**config.mk**
```make
export PLATFORM = sky130hd
export DESIGN_NAME = dma_top
export DESIGN_NICKNAME = d
export VERILOG_FILES = /design/src/common/dma_pkg.sv /design/src/dma_engine/dma_word_counter.sv /design/src/dma_engine/dma_ahb_master.sv /design/src/dma_engine/dma_ctrl_fsm.sv /design/src/hw/dma_cfg_slave.sv /design/src/hw/dma_request_table.sv /design/src/hw/dma_top.sv
export SDC_FILE = /design/constraint.sdc
export NUM_CORES = 1
export LEC_CHECK = 0
export BUFFER_PORTS_ARGS = -buffer_cell sky130_fd_sc_hd__buf_2
export CAP_MARGIN = 20
export CORE_AREA = 2 2 265 267
export DETAILED_ROUTE_END_ITERATION = 7
export DIE_AREA = 0 0 267 269
export GPL_TIMING_DRIVEN = 0
export PLACE_DENSITY = 0.62
export SLEW_MARGIN = 15
export SYNTH_ARGS = -nofsm -noshare
export SYNTH_HDL_FRONTEND = slang
export SYNTH_SLANG_ARGS = --single-unit
```
**constraint.sdc**
```tcl
create_clock -name clk -period 7.21 [get_ports clk]
set_clock_uncertainty 0.05 [all_clocks]
set_input_delay 1.442 -clock clk [delete_from_list [all_inputs] [get_ports clk]]
set_output_delay 1.442 -clock clk [all_outputs]
set_load 0.02 [all_outputs]
```
**src/common/dma_pkg.sv**
```systemverilog
// Fixed 32-bit AHB-Lite word and single transfers only, so HSIZE, HBURST, HPROT and HRESP are absent
package dma_pkg;

  //////////////////////////////////////////////////
  // Widths
  //////////////////////////////////////////////////

  localparam int dma_addr_w = 32;  // AHB-Lite address
  localparam int dma_data_w = 32;  // AHB-Lite word
  localparam int dma_len_w  = 16;  // Word count per descriptor

  typedef logic [dma_addr_w-1:0] dma_addr_t;
  typedef logic [dma_data_w-1:0] dma_data_t;

  //////////////////////////////////////////////////
  // Register map, one 16-byte window per entry
  //////////////////////////////////////////////////

  localparam logic [3:0] reg_src  = 4'h0;  // Source address
  localparam logic [3:0] reg_dst  = 4'h4;  // Destination address
  localparam logic [3:0] reg_len  = 4'h8;  // Length in words
  localparam logic [3:0] reg_ctrl = 4'hc;  // Start, clear and flags

  localparam int ctrl_start = 0;  // Write 1 to queue the entry
  localparam int ctrl_clear = 1;  // Write 1 to drop done

  // HTRANS codes in use
  localparam logic [1:0] htrans_idle   = 2'b00;
  localparam logic [1:0] htrans_nonseq = 2'b10;

  //////////////////////////////////////////////////
  // Shared structs
  //////////////////////////////////////////////////

  typedef struct packed {
    dma_addr_t             src;  // First source word
    dma_addr_t             dst;  // First destination word
    logic [dma_len_w-1:0]  len;  // Words to copy
  } dma_req_t;

  // Master-to-slave half of an AHB-Lite port
  typedef struct packed {
    logic       hsel;
    dma_addr_t  haddr;
    logic       hwrite;
    logic [1:0] htrans;
    dma_data_t  hwdata;  // Valid in the data phase
  } ahb_req_t;

endpackage

```
**src/dma_engine/dma_word_counter.sv**
```systemverilog
`timescale 1ns/1ns
// Load takes priority over decrement and the count does not wrap below zero
module dma_word_counter import dma_pkg::*; (
  input  logic                 clk,
  input  logic                 rst,
  input  logic                 load,
  input  logic [dma_len_w-1:0] len,
  input  logic                 dec,
  output logic                 zero
);

  logic [dma_len_w-1:0] count;  // Words still to write

  always_ff @(posedge clk) begin
    if (rst) begin
      count <= '0;
    end else if (load) begin
      count <= len;
    end else if (dec) begin
      count <= count - 1'b1;
    end
  end

  assign zero = (count == '0);  // Last word already counted

  a_no_dec_at_zero: assert property (@(posedge clk) disable iff (rst)
    dec |-> !zero)
    else $error("word counter decremented below zero");

endmodule

```
**src/dma_engine/dma_ahb_master.sv**
```systemverilog
`timescale 1ns/1ns
// Single NONSEQ word transfers only, start is ignored while busy and HRESP is not checked
module dma_ahb_master import dma_pkg::*; (
  input  logic      clk,
  input  logic      rst,
  input  logic      start,
  input  logic      write,
  input  dma_addr_t addr,
  input  dma_data_t wdata,
  output logic      done,
  output dma_data_t rdata,
  output ahb_req_t  mem_req,
  input  dma_data_t mem_hrdata,
  input  logic      mem_hready
);

  typedef enum logic [1:0] {ph_idle, ph_addr, ph_data} phase_t;

  phase_t    phase;
  logic      write_q;
  dma_addr_t addr_q;
  dma_data_t wdata_q;

  //////////////////////////////////////////////////
  // Phase sequencer
  //////////////////////////////////////////////////

  always_ff @(posedge clk) begin
    if (rst) begin
      phase <= ph_idle;
      done  <= 1'b0;
    end else begin
      done <= 1'b0;  // Single-cycle pulse
      case (phase)
        ph_idle: if (start) phase <= ph_addr;
        ph_addr: if (mem_hready) phase <= ph_data;  // Slave took the address
        ph_data: begin
          if (mem_hready) begin
            phase <= ph_idle;
            done  <= 1'b1;
          end
        end
        default: phase <= ph_idle;
      endcase
    end
  end

  // Request and read data capture
  always_ff @(posedge clk) begin
    if (phase == ph_idle && start) begin
      addr_q  <= addr;
      write_q <= write;
      wdata_q <= wdata;
    end
    if (phase == ph_data && mem_hready && !write_q) begin
      rdata <= mem_hrdata;  // Held until the next read
    end
  end

  always_comb begin
    mem_req.hsel   = (phase == ph_addr);
    mem_req.haddr  = addr_q;
    mem_req.hwrite = write_q;
    mem_req.htrans = (phase == ph_addr) ? htrans_nonseq : htrans_idle;
    mem_req.hwdata = wdata_q;  // Stable through the data phase
  end

  a_haddr_stable: assert property (@(posedge clk) disable iff (rst)
    (phase == ph_addr && !mem_hready) |=> $stable(mem_req.haddr))
    else $error("haddr changed during a stalled address phase");

endmodule

```
**src/dma_engine/dma_ctrl_fsm.sv**
```systemverilog
`timescale 1ns/1ns
// Lowest valid entry wins, one word in flight, and addresses advance by 4 with no wrap check
module dma_ctrl_fsm import dma_pkg::*; #(
  parameter  int TABLE_ENTRIES = 4,
  localparam int idx_w = (TABLE_ENTRIES > 1) ? $clog2(TABLE_ENTRIES) : 1
) (
  input  logic                     clk,
  input  logic                     rst,
  input  logic [TABLE_ENTRIES-1:0] valid,
  output logic [idx_w-1:0]         sel_idx,
  input  dma_req_t                 sel_req,
  output logic                     cnt_load,
  output logic                     cnt_dec,
  input  logic                     cnt_zero,
  output logic                     xfer_start,
  output logic                     xfer_write,
  output dma_addr_t                xfer_addr,
  output dma_data_t                xfer_wdata,
  input  logic                     xfer_done,
  input  dma_data_t                xfer_rdata,
  output logic                     done_en,
  output logic [idx_w-1:0]         done_idx
);

  typedef enum logic [2:0] {st_idle, st_load, st_read, st_write, st_finish} state_t;

  state_t           state;
  logic             busy;       // Master owns a transfer
  logic [idx_w-1:0] pick_idx;   // Lowest set bit of valid
  logic [idx_w-1:0] sel_idx_q;
  dma_addr_t        src_q;
  dma_addr_t        dst_q;
  dma_data_t        data_q;     // Word between read and write

  // Priority pick, low index first
  always_comb begin
    pick_idx = '0;
    for (int i = TABLE_ENTRIES - 1; i >= 0; i--) begin
      if (valid[i]) begin
        pick_idx = idx_w'(i);
      end
    end
  end

  //////////////////////////////////////////////////
  // State and handshake
  //////////////////////////////////////////////////

  always_ff @(posedge clk) begin
    if (rst) begin
      state <= st_idle;
      busy  <= 1'b0;
    end else begin
      if (xfer_start) begin
        busy <= 1'b1;
      end else if (xfer_done) begin
        busy <= 1'b0;
      end
      case (state)
        st_idle:   if (|valid) state <= st_load;
        st_load:   state <= (sel_req.len == '0) ? st_finish : st_read;  // Empty copy skips the bus
        st_read:   if (xfer_done) state <= st_write;
        st_write:  if (xfer_done) state <= cnt_zero ? st_finish : st_read;
        st_finish: state <= st_idle;
        default:   state <= st_idle;
      endcase
    end
  end

  // Datapath
  always_ff @(posedge clk) begin
    if (state == st_idle) begin
      sel_idx_q <= pick_idx;
    end
    if (state == st_load) begin
      src_q <= sel_req.src;
      dst_q <= sel_req.dst;
    end
    if (state == st_read && xfer_done) begin
      data_q <= xfer_rdata;
      src_q  <= src_q + dma_addr_w'(4);  // Next source word
    end
    if (state == st_write && xfer_done) begin
      dst_q <= dst_q + dma_addr_w'(4);
    end
  end

  assign sel_idx    = sel_idx_q;
  assign cnt_load   = (state == st_load);
  assign xfer_start = (state == st_read || state == st_write) && !busy;
  assign xfer_write = (state == st_write);
  assign cnt_dec    = xfer_start && xfer_write;  // Count settles before the write ends
  assign xfer_addr  = xfer_write ? dst_q : src_q;
  assign xfer_wdata = data_q;
  assign done_en    = (state == st_finish);
  assign done_idx   = sel_idx_q;

  a_no_start_busy: assert property (@(posedge clk) disable iff (rst)
    xfer_start |=> (!xfer_start throughout xfer_done [->1]))
    else $error("transfer started while master busy");

endmodule

```
**src/hw/dma_cfg_slave.sv**
```systemverilog
`timescale 1ns/1ns
// Zero wait states and no error response, and addresses past the last entry are not decoded
module dma_cfg_slave import dma_pkg::*; #(
  parameter  int TABLE_ENTRIES = 4,
  localparam int idx_w = (TABLE_ENTRIES > 1) ? $clog2(TABLE_ENTRIES) : 1
) (
  input  logic             clk,
  input  logic             rst,
  input  ahb_req_t         cfg_req,
  output dma_data_t        cfg_hrdata,
  output logic             cfg_hready,
  output logic             tbl_wr_en,
  output logic [idx_w-1:0] tbl_wr_idx,
  output logic [1:0]       tbl_wr_field,
  output dma_data_t        tbl_wr_data,
  output logic [idx_w-1:0] tbl_rd_idx,
  input  dma_req_t         tbl_rd_req,
  input  logic [1:0]       tbl_rd_flags
);

  logic             addr_phase;  // Valid address phase this cycle
  logic             ap_valid;    // Data phase pending
  logic             ap_write;
  logic [idx_w-1:0] ap_idx;
  logic [1:0]       ap_field;

  assign addr_phase = cfg_req.hsel && (cfg_req.htrans == htrans_nonseq);
  assign cfg_hready = 1'b1;  // Never stalls

  always_ff @(posedge clk) begin
    if (rst) begin
      ap_valid <= 1'b0;
    end else begin
      ap_valid <= addr_phase;
    end
  end

  // Address phase capture
  always_ff @(posedge clk) begin
    if (addr_phase) begin
      ap_write <= cfg_req.hwrite;
      ap_idx   <= cfg_req.haddr[4 +: idx_w];  // Entry is haddr / 16
      ap_field <= cfg_req.haddr[3:2];         // Word within the window
    end
  end

  //////////////////////////////////////////////////
  // Data phase
  //////////////////////////////////////////////////

  assign tbl_wr_en    = ap_valid && ap_write;
  assign tbl_wr_idx   = ap_idx;
  assign tbl_wr_field = ap_field;
  assign tbl_wr_data  = cfg_req.hwdata;  // Write data arrives now
  assign tbl_rd_idx   = ap_idx;

  always_comb begin
    case (ap_field)
      reg_src[3:2]: cfg_hrdata = tbl_rd_req.src;
      reg_dst[3:2]: cfg_hrdata = tbl_rd_req.dst;
      reg_len[3:2]: cfg_hrdata = dma_data_w'(tbl_rd_req.len);
      default:      cfg_hrdata = dma_data_w'(tbl_rd_flags);  // Control word
    endcase
  end

  a_entry_in_range: assert property (@(posedge clk) disable iff (rst)
    addr_phase |-> (cfg_req.haddr[dma_addr_w-1:4] < TABLE_ENTRIES))
    else $error("config access beyond last table entry");

endmodule

```
**src/hw/dma_request_table.sv**
```systemverilog
`timescale 1ns/1ns
// Descriptors have no reset and must be written before start, and irq is level and stays until clear
module dma_request_table import dma_pkg::*; #(
  parameter  int TABLE_ENTRIES = 4,
  localparam int idx_w = (TABLE_ENTRIES > 1) ? $clog2(TABLE_ENTRIES) : 1
) (
  input  logic                     clk,
  input  logic                     rst,
  input  logic                     tbl_wr_en,
  input  logic [idx_w-1:0]         tbl_wr_idx,
  input  logic [1:0]               tbl_wr_field,
  input  dma_data_t                tbl_wr_data,
  input  logic [idx_w-1:0]         tbl_rd_idx,
  output dma_req_t                 tbl_rd_req,
  output logic [1:0]               tbl_rd_flags,
  input  logic [idx_w-1:0]         sel_idx,
  output dma_req_t                 sel_req,
  output logic [TABLE_ENTRIES-1:0] valid,
  input  logic                     done_en,
  input  logic [idx_w-1:0]         done_idx,
  output logic [TABLE_ENTRIES-1:0] irq
);

  dma_req_t                 req_mem [TABLE_ENTRIES];  // Descriptor storage
  logic [TABLE_ENTRIES-1:0] valid_q;                  // Queued, not yet copied
  logic [TABLE_ENTRIES-1:0] done_q;                   // Copy finished
  logic                     ctrl_wr;

  assign ctrl_wr = tbl_wr_en && (tbl_wr_field == reg_ctrl[3:2]);

  //////////////////////////////////////////////////
  // Descriptor fields
  //////////////////////////////////////////////////

  always_ff @(posedge clk) begin
    if (tbl_wr_en) begin
      case (tbl_wr_field)
        reg_src[3:2]: req_mem[tbl_wr_idx].src <= tbl_wr_data;
        reg_dst[3:2]: req_mem[tbl_wr_idx].dst <= tbl_wr_data;
        reg_len[3:2]: req_mem[tbl_wr_idx].len <= tbl_wr_data[dma_len_w-1:0];  // Upper bits dropped
        default: ;  // Control goes to the flags
      endcase
    end
  end

  //////////////////////////////////////////////////
  // Valid and done flags
  //////////////////////////////////////////////////

  always_ff @(posedge clk) begin
    if (rst) begin
      valid_q <= '0;
      done_q  <= '0;
    end else begin
      if (done_en) begin
        valid_q[done_idx] <= 1'b0;  // Engine retires entry
        done_q[done_idx]  <= 1'b1;
      end
      if (ctrl_wr && tbl_wr_data[ctrl_clear]) begin
        done_q[tbl_wr_idx] <= 1'b0;  // Ack from software
      end
      if (ctrl_wr && tbl_wr_data[ctrl_start]) begin
        valid_q[tbl_wr_idx] <= 1'b1;  // Software write wins a same-cycle retire
        done_q[tbl_wr_idx]  <= 1'b0;
      end
    end
  end

  assign tbl_rd_req   = req_mem[tbl_rd_idx];
  assign tbl_rd_flags = {done_q[tbl_rd_idx], valid_q[tbl_rd_idx]};  // Done in bit 1
  assign sel_req      = req_mem[sel_idx];
  assign valid        = valid_q;
  assign irq          = done_q;  // One line per entry

  // The engine only retires an entry it picked from the valid set
  a_done_on_valid: assert property (@(posedge clk) disable iff (rst)
    done_en |-> valid_q[done_idx])
    else $error("done_en for an entry that is not valid");

endmodule

```
**src/hw/dma_top.sv**
```systemverilog
`timescale 1ns/1ns
// Config slave answers with zero wait states and the memory master issues one word at a time
module dma_top import dma_pkg::*; #(
  parameter int TABLE_ENTRIES = 4
) (
  input  logic                     clk,
  input  logic                     rst,
  input  ahb_req_t                 cfg_req,
  output dma_data_t                cfg_hrdata,
  output logic                     cfg_hready,
  output ahb_req_t                 mem_req,
  input  dma_data_t                mem_hrdata,
  input  logic                     mem_hready,
  output logic [TABLE_ENTRIES-1:0] irq
);

  localparam int idx_w = (TABLE_ENTRIES > 1) ? $clog2(TABLE_ENTRIES) : 1;

  //////////////////////////////////////////////////
  // Internal nets
  //////////////////////////////////////////////////

  logic                     tbl_wr_en;     // Slave to table
  logic [idx_w-1:0]         tbl_wr_idx;
  logic [1:0]               tbl_wr_field;
  dma_data_t                tbl_wr_data;
  logic [idx_w-1:0]         tbl_rd_idx;
  dma_req_t                 tbl_rd_req;    // Table to slave
  logic [1:0]               tbl_rd_flags;
  logic [idx_w-1:0]         sel_idx;       // FSM to table
  dma_req_t                 sel_req;
  logic [TABLE_ENTRIES-1:0] valid;
  logic                     done_en;
  logic [idx_w-1:0]         done_idx;
  logic                     cnt_load;      // FSM to counter
  logic                     cnt_dec;
  logic                     cnt_zero;
  logic                     xfer_start;    // FSM to master
  logic                     xfer_write;
  dma_addr_t                xfer_addr;
  dma_data_t                xfer_wdata;
  logic                     xfer_done;
  dma_data_t                xfer_rdata;

  dma_cfg_slave #(.TABLE_ENTRIES(TABLE_ENTRIES)) cfg_slave (
    .clk, .rst, .cfg_req, .cfg_hrdata, .cfg_hready,
    .tbl_wr_en, .tbl_wr_idx, .tbl_wr_field, .tbl_wr_data,
    .tbl_rd_idx, .tbl_rd_req, .tbl_rd_flags
  );

  dma_request_table #(.TABLE_ENTRIES(TABLE_ENTRIES)) request_table (
    .clk, .rst, .tbl_wr_en, .tbl_wr_idx, .tbl_wr_field, .tbl_wr_data,
    .tbl_rd_idx, .tbl_rd_req, .tbl_rd_flags,
    .sel_idx, .sel_req, .valid, .done_en, .done_idx, .irq
  );

  dma_ctrl_fsm #(.TABLE_ENTRIES(TABLE_ENTRIES)) ctrl_fsm (
    .clk, .rst, .valid, .sel_idx, .sel_req, .cnt_load, .cnt_dec, .cnt_zero,
    .xfer_start, .xfer_write, .xfer_addr, .xfer_wdata, .xfer_done, .xfer_rdata,
    .done_en, .done_idx
  );

  dma_word_counter word_counter (
    .clk, .rst, .load(cnt_load), .len(sel_req.len), .dec(cnt_dec), .zero(cnt_zero)
  );

  dma_ahb_master ahb_master (
    .clk, .rst, .start(xfer_start), .write(xfer_write), .addr(xfer_addr),
    .wdata(xfer_wdata), .done(xfer_done), .rdata(xfer_rdata),
    .mem_req, .mem_hrdata, .mem_hready
  );

endmodule

```
---- Yosys cells after proc, flatten, opt, wreduce, memory -nomap -nowiden ----
Memories as Yosys holds them, arrays and structs flattened. A register that Yosys moved wholly into a read port is not among the register bits.
Cells that the tools add are included.
storage, ports and cells
  flip-flop bits (word level) ............. 232
  memory bits (writable) .................. 320
  input port bits ......................... 103
  output and inout port bits .............. 105
  memories kept ........................... 1
memories
  memory                 words  width  read ports  clocked after Yosys merged registers in  write ports  line                     text
  request_table.req_mem  4      80     2           1                                        1            dma_request_table.sv:24  dma_req_t req_mem [TABLE_ENTRIES];
cells by class
  add/subtract/negate cells ............... 3
  magnitude comparators ................... 4
  equal/unequal tests ..................... 16
  mux-type cells .......................... 51
  bitwise gates (word level) .............. 8
  reductions and logical operators ........ 31
operator list
  cell                                                         number
  two-way mux 32 bit                                           5
  case mux 32 bit (3 select lines)                             1
  adder 32 x 3 -> 32 bit (second input constant)               2
  logical NOT 16 bit                                           2
  two-way mux 16 bit                                           2
  two-way mux 4 bit                                            8
  two-way mux 1 bit                                            17
  subtractor 16 x 1 -> 16 bit (second input constant)          1
  two-way mux 3 bit                                            5
  logical AND 1 bit                                            14
  two-way mux 2 bit                                            7
  AND 4 bit                                                    3
  case mux 3 bit (4 select lines)                              1
  equality test 2 bit (second input constant)                  4
  inequality test 2 x 1 -> 1 bit (second input constant)       4
  inverter 4 bit                                               2
  bitwise OR 4 bit                                             2
  nonzero test 2 bit                                           4
  equality test 3 x 2 -> 1 bit (second input constant)         2
  less-than comparator 2 x 3 -> 1 bit (second input constant)  2
  case mux 2 bit (3 select lines)                              1
  AND reduction 3 bit                                          2
  binary-select mux 1 bit (select 2 bit)                       2
  demux 1 bit (select 2 bit)                                   2
  12 further kinds                                             18

---- Depth between registers and ports, before layout ----
Gate-level depths: netlist of the first run.
  depth after elaboration ................. 12
  mapped depth ............................ 9
  depth with buffers taken out ............ 7

---- Modules after synthesis ----
From an unflattened synthesis of the first run, not the netlist that was laid out.
unflattened totals
  cells, all modules ...................... 1375
  area, all modules ....................... 24456.0 µm²
modules (own cells, without submodules)
  module             times used  cells an instance  area each (µm²)  seq. area each (µm²)
  dma_request_table  1           565                14033.5          9769.4
  dma_ctrl_fsm       1           479                5403.9           3022.9
  dma_ahb_master     1           114                3064.2           2972.9
  dma_cfg_slave      1           118                1073.5           170.2
  dma_word_counter   1           99                 880.8            320.3

---- Worst setup path before layout of the first run ----
No wires, ideal clock.
  path type ............................... register to register
  from .................................... register ctrl_fsm.state[2]
  to ...................................... register ahb_master.addr_q[0], enable pin
  library setup time ...................... 652 ps
  arrival ................................. 6759 ps
  required time ........................... 6508 ps
  setup slack ............................. -251 ps
  stages on the path, launching flop included .. 3
  buffers on the path ..................... 0
  period minus slack after synthesis ...... 7461 ps
  cells stage by stage .................... dfxtp_1 -> nand2b_1 -> nor4_1
between the ends
  longest elaborated chain between the ends .. 4
ends and longest elaborated chain
  element                       line                  text
  from (decl)                   dma_ctrl_fsm.sv:27    state_t state;
  from (signal assigned)        dma_ctrl_fsm.sv:51    state <= st_idle;
  from (signal assigned)        dma_ctrl_fsm.sv:60    st_idle: if (|valid) state <= st_load;
  from (signal assigned)        dma_ctrl_fsm.sv:61    st_load: state <= (sel_req.len == '0) ? st_finish : st_read;
  equality test 3 x 2 -> 1 bit  dma_ctrl_fsm.sv:90    assign xfer_start = (state == st_read || state == st_write) && !busy;
  logical OR 1 bit (*)          dma_ctrl_fsm.sv:90
  logical AND 1 bit (*)         dma_ctrl_fsm.sv:90
  logical AND 1 bit (*)         dma_ahb_master.sv:50  if (phase == ph_idle && start) begin
  to (signal assigned)          dma_ahb_master.sv:51  addr_q <= addr;
  to (decl)                     dma_ahb_master.sv:21  dma_addr_t addr_q;
Every way passes the cells marked *; elsewhere a longest branch is shown, timed or not.
A chain may end at the register's enable or synchronous reset.

==> results.yml, run 1 <==
outcome:
  status: "finished clean"
floorplan:
  rows: 97
  die_w_um: 267
  coreArea_sq_um: 69300
  initial_core_util: 0.346
  io_pins: 208
  die_h_um: 269
  dieArea_sq_um: 71800
yosys:
  yosysTopAreaCell: "edfxtp_1"
  syn_avg_cell_area_sq_um: 16.5
  seq_area_frac_synth: 0.679
  synth_edf_count: 520
  synth_ff_type: "edfxtp_1"
  ys_ff_latch: 554
  syn_area_sq_um: 24000
  yosys_warnings: 0
  yosys.cell_types.count: 55
  yosys.area.top_type_share: 0.651
  syn_inst: 1455
  synthArstFlopShare: 0
  synth_fp_nets: 1562
  synth.area.top_cells: "edfxtp_1 (65%), mux4_2 (15%), dfxtp_1 (2.8%)"
worst_setup_path:
  critical_path_class: "flip-flop to primary output"
  critPathMaxStageDelay_ps: 760
  cp_slowest_cell: "clkbuf_1"
  cp.depth: 7
  crit_arrival_ps: 3700
  cp.required_ps: 5720
  start_kind: "flip-flop"
  critPathBufInv: 4
  critPathCaptureType: "primary output"
  worst-r2r-cell-count: 7
  worst-path-max-fanout: 10
  cpLargestDelayFamily: "buffers and inverters"
  cpMostUsedCell: "clkbuf_1"
  crit_chain: "clkbuf_1 > buf_1 > clkbuf_1 > mux4_2 > mux2i_1 > nor2_1 > buf_2"
worst_hold_path:
  hold_path_class: "flip-flop to flip-flop"
  min_path_cells: 0
global_routing:
  grt_overflow: 0
  grt_max_degree: 33
  grt_pass1_vias: 14200
  grtUsageTotal: 0.171
  grt_pass1_wl_um: 91000
  grt_antenna_before_repair: 5
timing:
  period_share: 0.720
  rsz0062_at_grt: "no"
  clock.fmax_ghz: 0.193
  setup_violations: 0
  hold_violations: 0
  slew_headroom: 0.284
  tightest_slew_ps: 1070
  timing.setup.tns_ps: 0
  hold_ws_ps: 365
  fin_crit_ps: 5190
  slew_violations: 0
power:
  p_total_mw: 6.70
  peakVddDrop_mv: 0.156
  power_leakage_nw: 9.38
  power.density_nw_per_um2: 236
clock_network:
  cts_tree: "yes"
  clock_latency_ps: 610
  cts_num_sinks: 554
  cts_inserted_buffers: 55
  clockRootBuffer: "clkbuf_16"
  htreeDepth: 2
  ctsHoldBuffers: 0
  postCtsSetupBuffers: 0
  cts_resized: 0
  max-clock-path-buffers: 3
  clk_pin_slew_ps: 70
placement:
  place_congestion: 0.872
  io_buffers: 176
  dp_hpwl_um: 45100
cells_and_area:
  final_cell_mix: "edfxtp_1 (520), buf_2 (193), mux4_2 (164)"
  finish.utilization: 0.409
  final_common_cell: "edfxtp_1"
  final_nets: 1822
  areaGrowthSynthToFinish_pct: 18.1
  drive_above_1_share: 0.288
run:
  cap_violations: 0
routing:
  avgViaCountPerCell: 5.18
  first_iter_violations: 1344
  highest_layer: "met5"
  num_vias: 14000
  wirelength_um: 61400
  wl_met2_um: 30500
  wire_per_inst_um: 22.7
  drtAntennaViolNets: 0
  drc: 0
  dr.pass1.iters: 5
  met1_length_um: 24800
  met3_length_um: 4450
==> registers in the layout, summed over array words and instances (netlist names), 2 cells and up, named ones only <==
signal,cells
request_table.req_mem,320
word_counter.count,16
ahb_master.phase,2
ctrl_fsm.xfer_wdata,32
ctrl_fsm.state,3
ahb_master.wdata_q,32
ctrl_fsm.src_q,32
ctrl_fsm.dst_q,32
request_table.valid,4
ahb_master.rdata,32
request_table.irq,4
cfg_slave.tbl_rd_idx,2
ctrl_fsm.done_idx,2
ahb_master.addr_q,32
cfg_slave.tbl_wr_field,2
==> power by group <==
| part | total, mW | leakage [nW] | switching (mW) | internal, mW |
|---|---|---|---|---|
| clock | 2.89 | 0.881 | 1.21 | 1.67 |
| sequential | 3.51 | 4.96 | 0.00567 | 3.51 |
| combinational | 0.298 | 3.54 | 0.181 | 0.117 |
| total | 6.70 | 9.38 | 1.40 | 5.30 |
==> stage by stage <==
step | instance area (sq um) | std cells | setup WS (ps)
2_1_floorplan | 24000 | 1455 | 2530
4_1_cts | 28300 | 2701 | 2000
6_report | 28300 | 2702 | 2020
5_1_grt | 28300 | 2702 | 1890
3_5_place_dp | 26500 | 2598 | 2670
3_3_place_gp | 26100 | 2571 | 21.9
==> kinds of logic (layout without fill, tap and decap cells) <==
group,Yosys count,count (layout),share of synthesized area
compound gates,125,125,0.0309
other cells,2,3,0.000313
fa+ha+maj,4,4,0.00209
flops,554,554,0.679
mux,200,200,0.169
xor+xnor,62,62,0.0226
simple gates,394,394,0.0760
buf+inv,114,420,0.0198
==> synth_stat cells (all sizes together), types with 3 or more instances <==
| cell type | count |
|---|---|
| nand2 | 151 |
| nor3b | 6 |
| mux4 | 164 |
| edfxtp | 520 |
| nand4 | 17 |
| and3 | 9 |
| nor2b | 4 |
| dfxtp | 34 |
| xnor2 | 35 |
| nand2b | 8 |
| a211oi | 8 |
| or3 | 3 |
| nor4 | 18 |
| or2 | 5 |
| nand3 | 19 |
| buf | 31 |
| a221oi | 3 |
| clkbuf | 54 |
| nor2 | 107 |
| mux2 | 5 |
| nand3b | 4 |
| o22ai | 15 |
| nor3 | 22 |
| xor2 | 27 |
| ha | 4 |
| a21oi | 44 |
| and4 | 6 |
| inv | 28 |
| o21ai | 39 |
| a22oi | 3 |
| and2 | 4 |
| or4 | 7 |
| mux2i | 31 |
==> layer usage <==
metal  up-vias  track usage
met2       498        0.291
met5         -            0
li1       6243            -
met3        98       0.0363
met4         8       0.0527
met1      7154        0.219
==> area by class of cell <==
cell class | count | area (sq um)
Clock inverter | 37 | 375
Inverter | 29 | 109
Timing Repair Buffer | 203 | 1240
Multi-Input combinational cell | 787 | 7330
Sequential cell | 554 | 16300
Clock buffer | 66 | 1440
Buffer | 85 | 368
Tap cell | 940 | 1180
Antenna cell | 1 | 2.50
Fill cell | 6251 | 41000
==> path summary, 6_finish.rpt <==
| path | start | end | slack, ps |
|---|---|---|---|
| worst max-delay path | flip-flop | cfg_hrdata[30] | 2020 |
| worst min register to register | ctrl_fsm.xfer_wdata[30] | ahb_master.wdata_q[30] | 370 |
| worst min-delay path | ctrl_fsm.xfer_wdata[30] | ahb_master.wdata_q[30] | 370 |
| worst max register to register | cfg_slave.tbl_wr_field[0] | request_table.req_mem[0][36] | 3440 |
(Power assumes the default switching activity.)
==> run 2: changes to the inputs <==
- clock period: 7.21 -> 4.3 ns (I/O delays scaled with it)
==> run 2 against run 1 <==
Against the previous run: via count up 1.0%; core utilization is 0.33 points higher; die area is the same; largest power group unchanged; highest routed layer unchanged.
==> results.yml, run 2 (synthesis results as in run 1) <==
worst_setup_path:
  ff2ff_setup_slack_ps: 480
  critical_path_class: "flip-flop to primary output"
  r2r_end: "request_table.req_mem[0][40]"
  crit_arrival_ps: 3290
  r2r_start: "cfg_slave.tbl_wr_field[0]"
  start_kind: "flip-flop"
  cp.required_ps: 3390
  worst-r2r-cell-count: 7
  critPathCaptureType: "primary output"
  worst-path-max-fanout: 10
clock_network:
  cts_num_sinks: 554
  cts_inserted_buffers: 56
  clockRootBuffer: "clkbuf_16"
  ctsHoldBuffers: 0
  htreeDepth: 2
  max-clock-path-buffers: 3
  cts_tree: "yes"
  postCtsSetupBuffers: 0
  clk_pin_slew_ps: 60
  clock_latency_ps: 630
routing:
  drtAntennaViolNets: 0
  avgViaCountPerCell: 5.23
  num_vias: 14100
  first_iter_violations: 1312
  dr.pass1.iters: 5
  drc: 0
  wirelength_um: 62100
  wire_per_inst_um: 22.9
power:
  power.density_nw_per_um2: 409
  power_frac_seq: 0.504
  switchingPower_mw: 2.45
  power.share.clock: 0.453
  power_leakage_nw: 9.49
  peakVddDrop_mv: 0.355
  intPower_mw: 9.24
  p_sw_frac: 0.210
  p_comb_frac: 0.043
global_routing:
  grt_overflow: 0
  grt_max_degree: 33
  grtUsageTotal: 0.173
  grt_pass1_vias: 14300
  grt_antenna_before_repair: 6
  grt_pass1_wl_um: 91800
timing:
  period_share: 0.978
  slew_violations: 0
  setup_violations: 0
  hold_violations: 0
  clock.fmax_ghz: 0.238
  tightest_slew_ps: 1100
  fin_crit_ps: 4200
  rsz0062_at_grt: "no"
  slew_headroom: 0.266
worst_hold_path:
  hp-start: "mem_hrdata[11]"
  min_path_cells: 1
  min_to: "ahb_master.rdata[11]"
  hold_path_class: "primary input to flip-flop"
placement:
  dp_hpwl_um: 45200
  io_buffers: 176
  placed_cell_area_sq_um: 26500
  place_congestion: 0.880
  place_inst: 2598
cells_and_area:
  n_fill_cell: 6232
  final_cell_area_sq_um: 28600
  top_register: "request_table.req_mem"
  largest_reg_flops: 320
  multi_input_area_sq_um: 7330
  final_cell_mix: "edfxtp_1 (520), buf_2 (193), mux4_2 (164)"
  final_common_cell: "edfxtp_1"
  stdcell_count: 2705
  final_nets: 1823
  seqCellArea_sq_um: 16300
  areaGrowthSynthToFinish_pct: 19.0
  drive_above_1_share: 0.298
floorplan:
  dieArea_sq_um: 71800
  die_w_um: 267
  rows: 97
  coreArea_sq_um: 69300
  initial_core_util: 0.346
  io_pins: 208
  die_h_um: 269
outcome:
  status: "finished clean"
run:
  cap_violations: 0
==> run 2: cell count changes in the layout (fill, tap and decap cells not counted) <==
cell	previous run	this run
diode_2	1	2
clkbuf_2	1	5
clkbuf_1	63	52
buf_4	13	15
clkinv_16	0	1
clkinv_1	12	8
buf_1	8	7
clkbuf_16	56	57
clkdlybuf4s15_2	1	0
clkinv_4	1	4
bufinv_16	7	12
buf_12	7	6
clkinvlp_4	4	7
buf_16	1	2
==> run 2: metal layers <==
| metal | part of all wire | wire, um | vias to the layer above | GRT usage |
|---|---|---|---|---|
| met5 | 0.00074 | 46 | - | 0 |
| met4 | 0.027 | 1670 | 8 | 0.0538 |
| met1 | 0.42 | 26100 | 7287 | 0.226 |
| met2 | 0.49 | 30500 | 494 | 0.292 |
| met3 | 0.060 | 3710 | 98 | 0.0319 |
| li1 | - | - | 6260 | - |
==> run 2: worst max-delay path by stage <==
| stage | startpoint | end | slack [ps] | depth (start not counted) |
|---|---|---|---|---|
| CTS | flip-flop | cfg_hrdata[15] | 60 | 6 |
| floorplan | cfg_slave.tbl_wr_field[0] | request_table.req_mem[0][16] | 310 | 4 |
| detailed placement | flip-flop | cfg_hrdata[31] | 310 | 7 |
| global route | flip-flop | cfg_hrdata[30] | 30 | 7 |
| global placement | cfg_slave.tbl_wr_field[0] | request_table.req_mem[0][38] | -2810 | 4 |
| finish | cfg_slave.tbl_wr_field[0] | cfg_hrdata[15] | 100 | 5 |
==> run 2: metrics by stage <==
| step | setup slack [ps] | TNS, ps | power, mW | hold slack (ps) | utilization |
|---|---|---|---|---|---|
| 3_3_place_gp | -2810 | -295600 | 6.50 | 350 | 0.376 |
| 2_1_floorplan | 315 | 0 | 6.29 | 350 | - |
| 3_5_place_dp | 313 | 0 | 6.52 | 355 | 0.383 |
| 5_1_grt | 28.6 | 0 | 12.0 | 331 | 0.412 |
| 4_1_cts | 58.1 | 0 | 11.8 | 322 | 0.412 |
| 6_report | 95.6 | 0 | 11.7 | 362 | 0.412 |
==> run 2: area by class of cell <==
type | instances | area share
Sequential cell | 554 | 0.571
Clock buffer | 60 | 0.0503
Antenna cell | 2 | 0.000175
Timing Repair Buffer | 203 | 0.0435
Inverter | 29 | 0.00381
Tap cell | 940 | 0.0412
Buffer | 85 | 0.0133
Multi-Input combinational cell | 787 | 0.257
Clock inverter | 45 | 0.0206
==> run 2: power groups by stage <==
stage	clock network (mW)	registers (mW)	logic [mW]
after global routing	5.59	5.89	0.538
final	5.29	5.89	0.504
after CTS	5.39	5.89	0.512
after detailed placement	0	6.01	0.509
after global placement	0	6.01	0.498
after floorplan	0	6.01	0.285
==> run 2: what timing repair did <==
action                                  4_1_cts  5_1_grt
resized for setup                             7        0
endpoints found under the hold margin         0        0
endpoints found under the setup margin       30        0
==> run 2: worst max-delay path: stages (launching register included) <==
cell,delay [ps]
edfxtp_1,340
clkbuf_1,590
clkbuf_1,880
mux2i_1,430
o22ai_1,190
buf_2,230
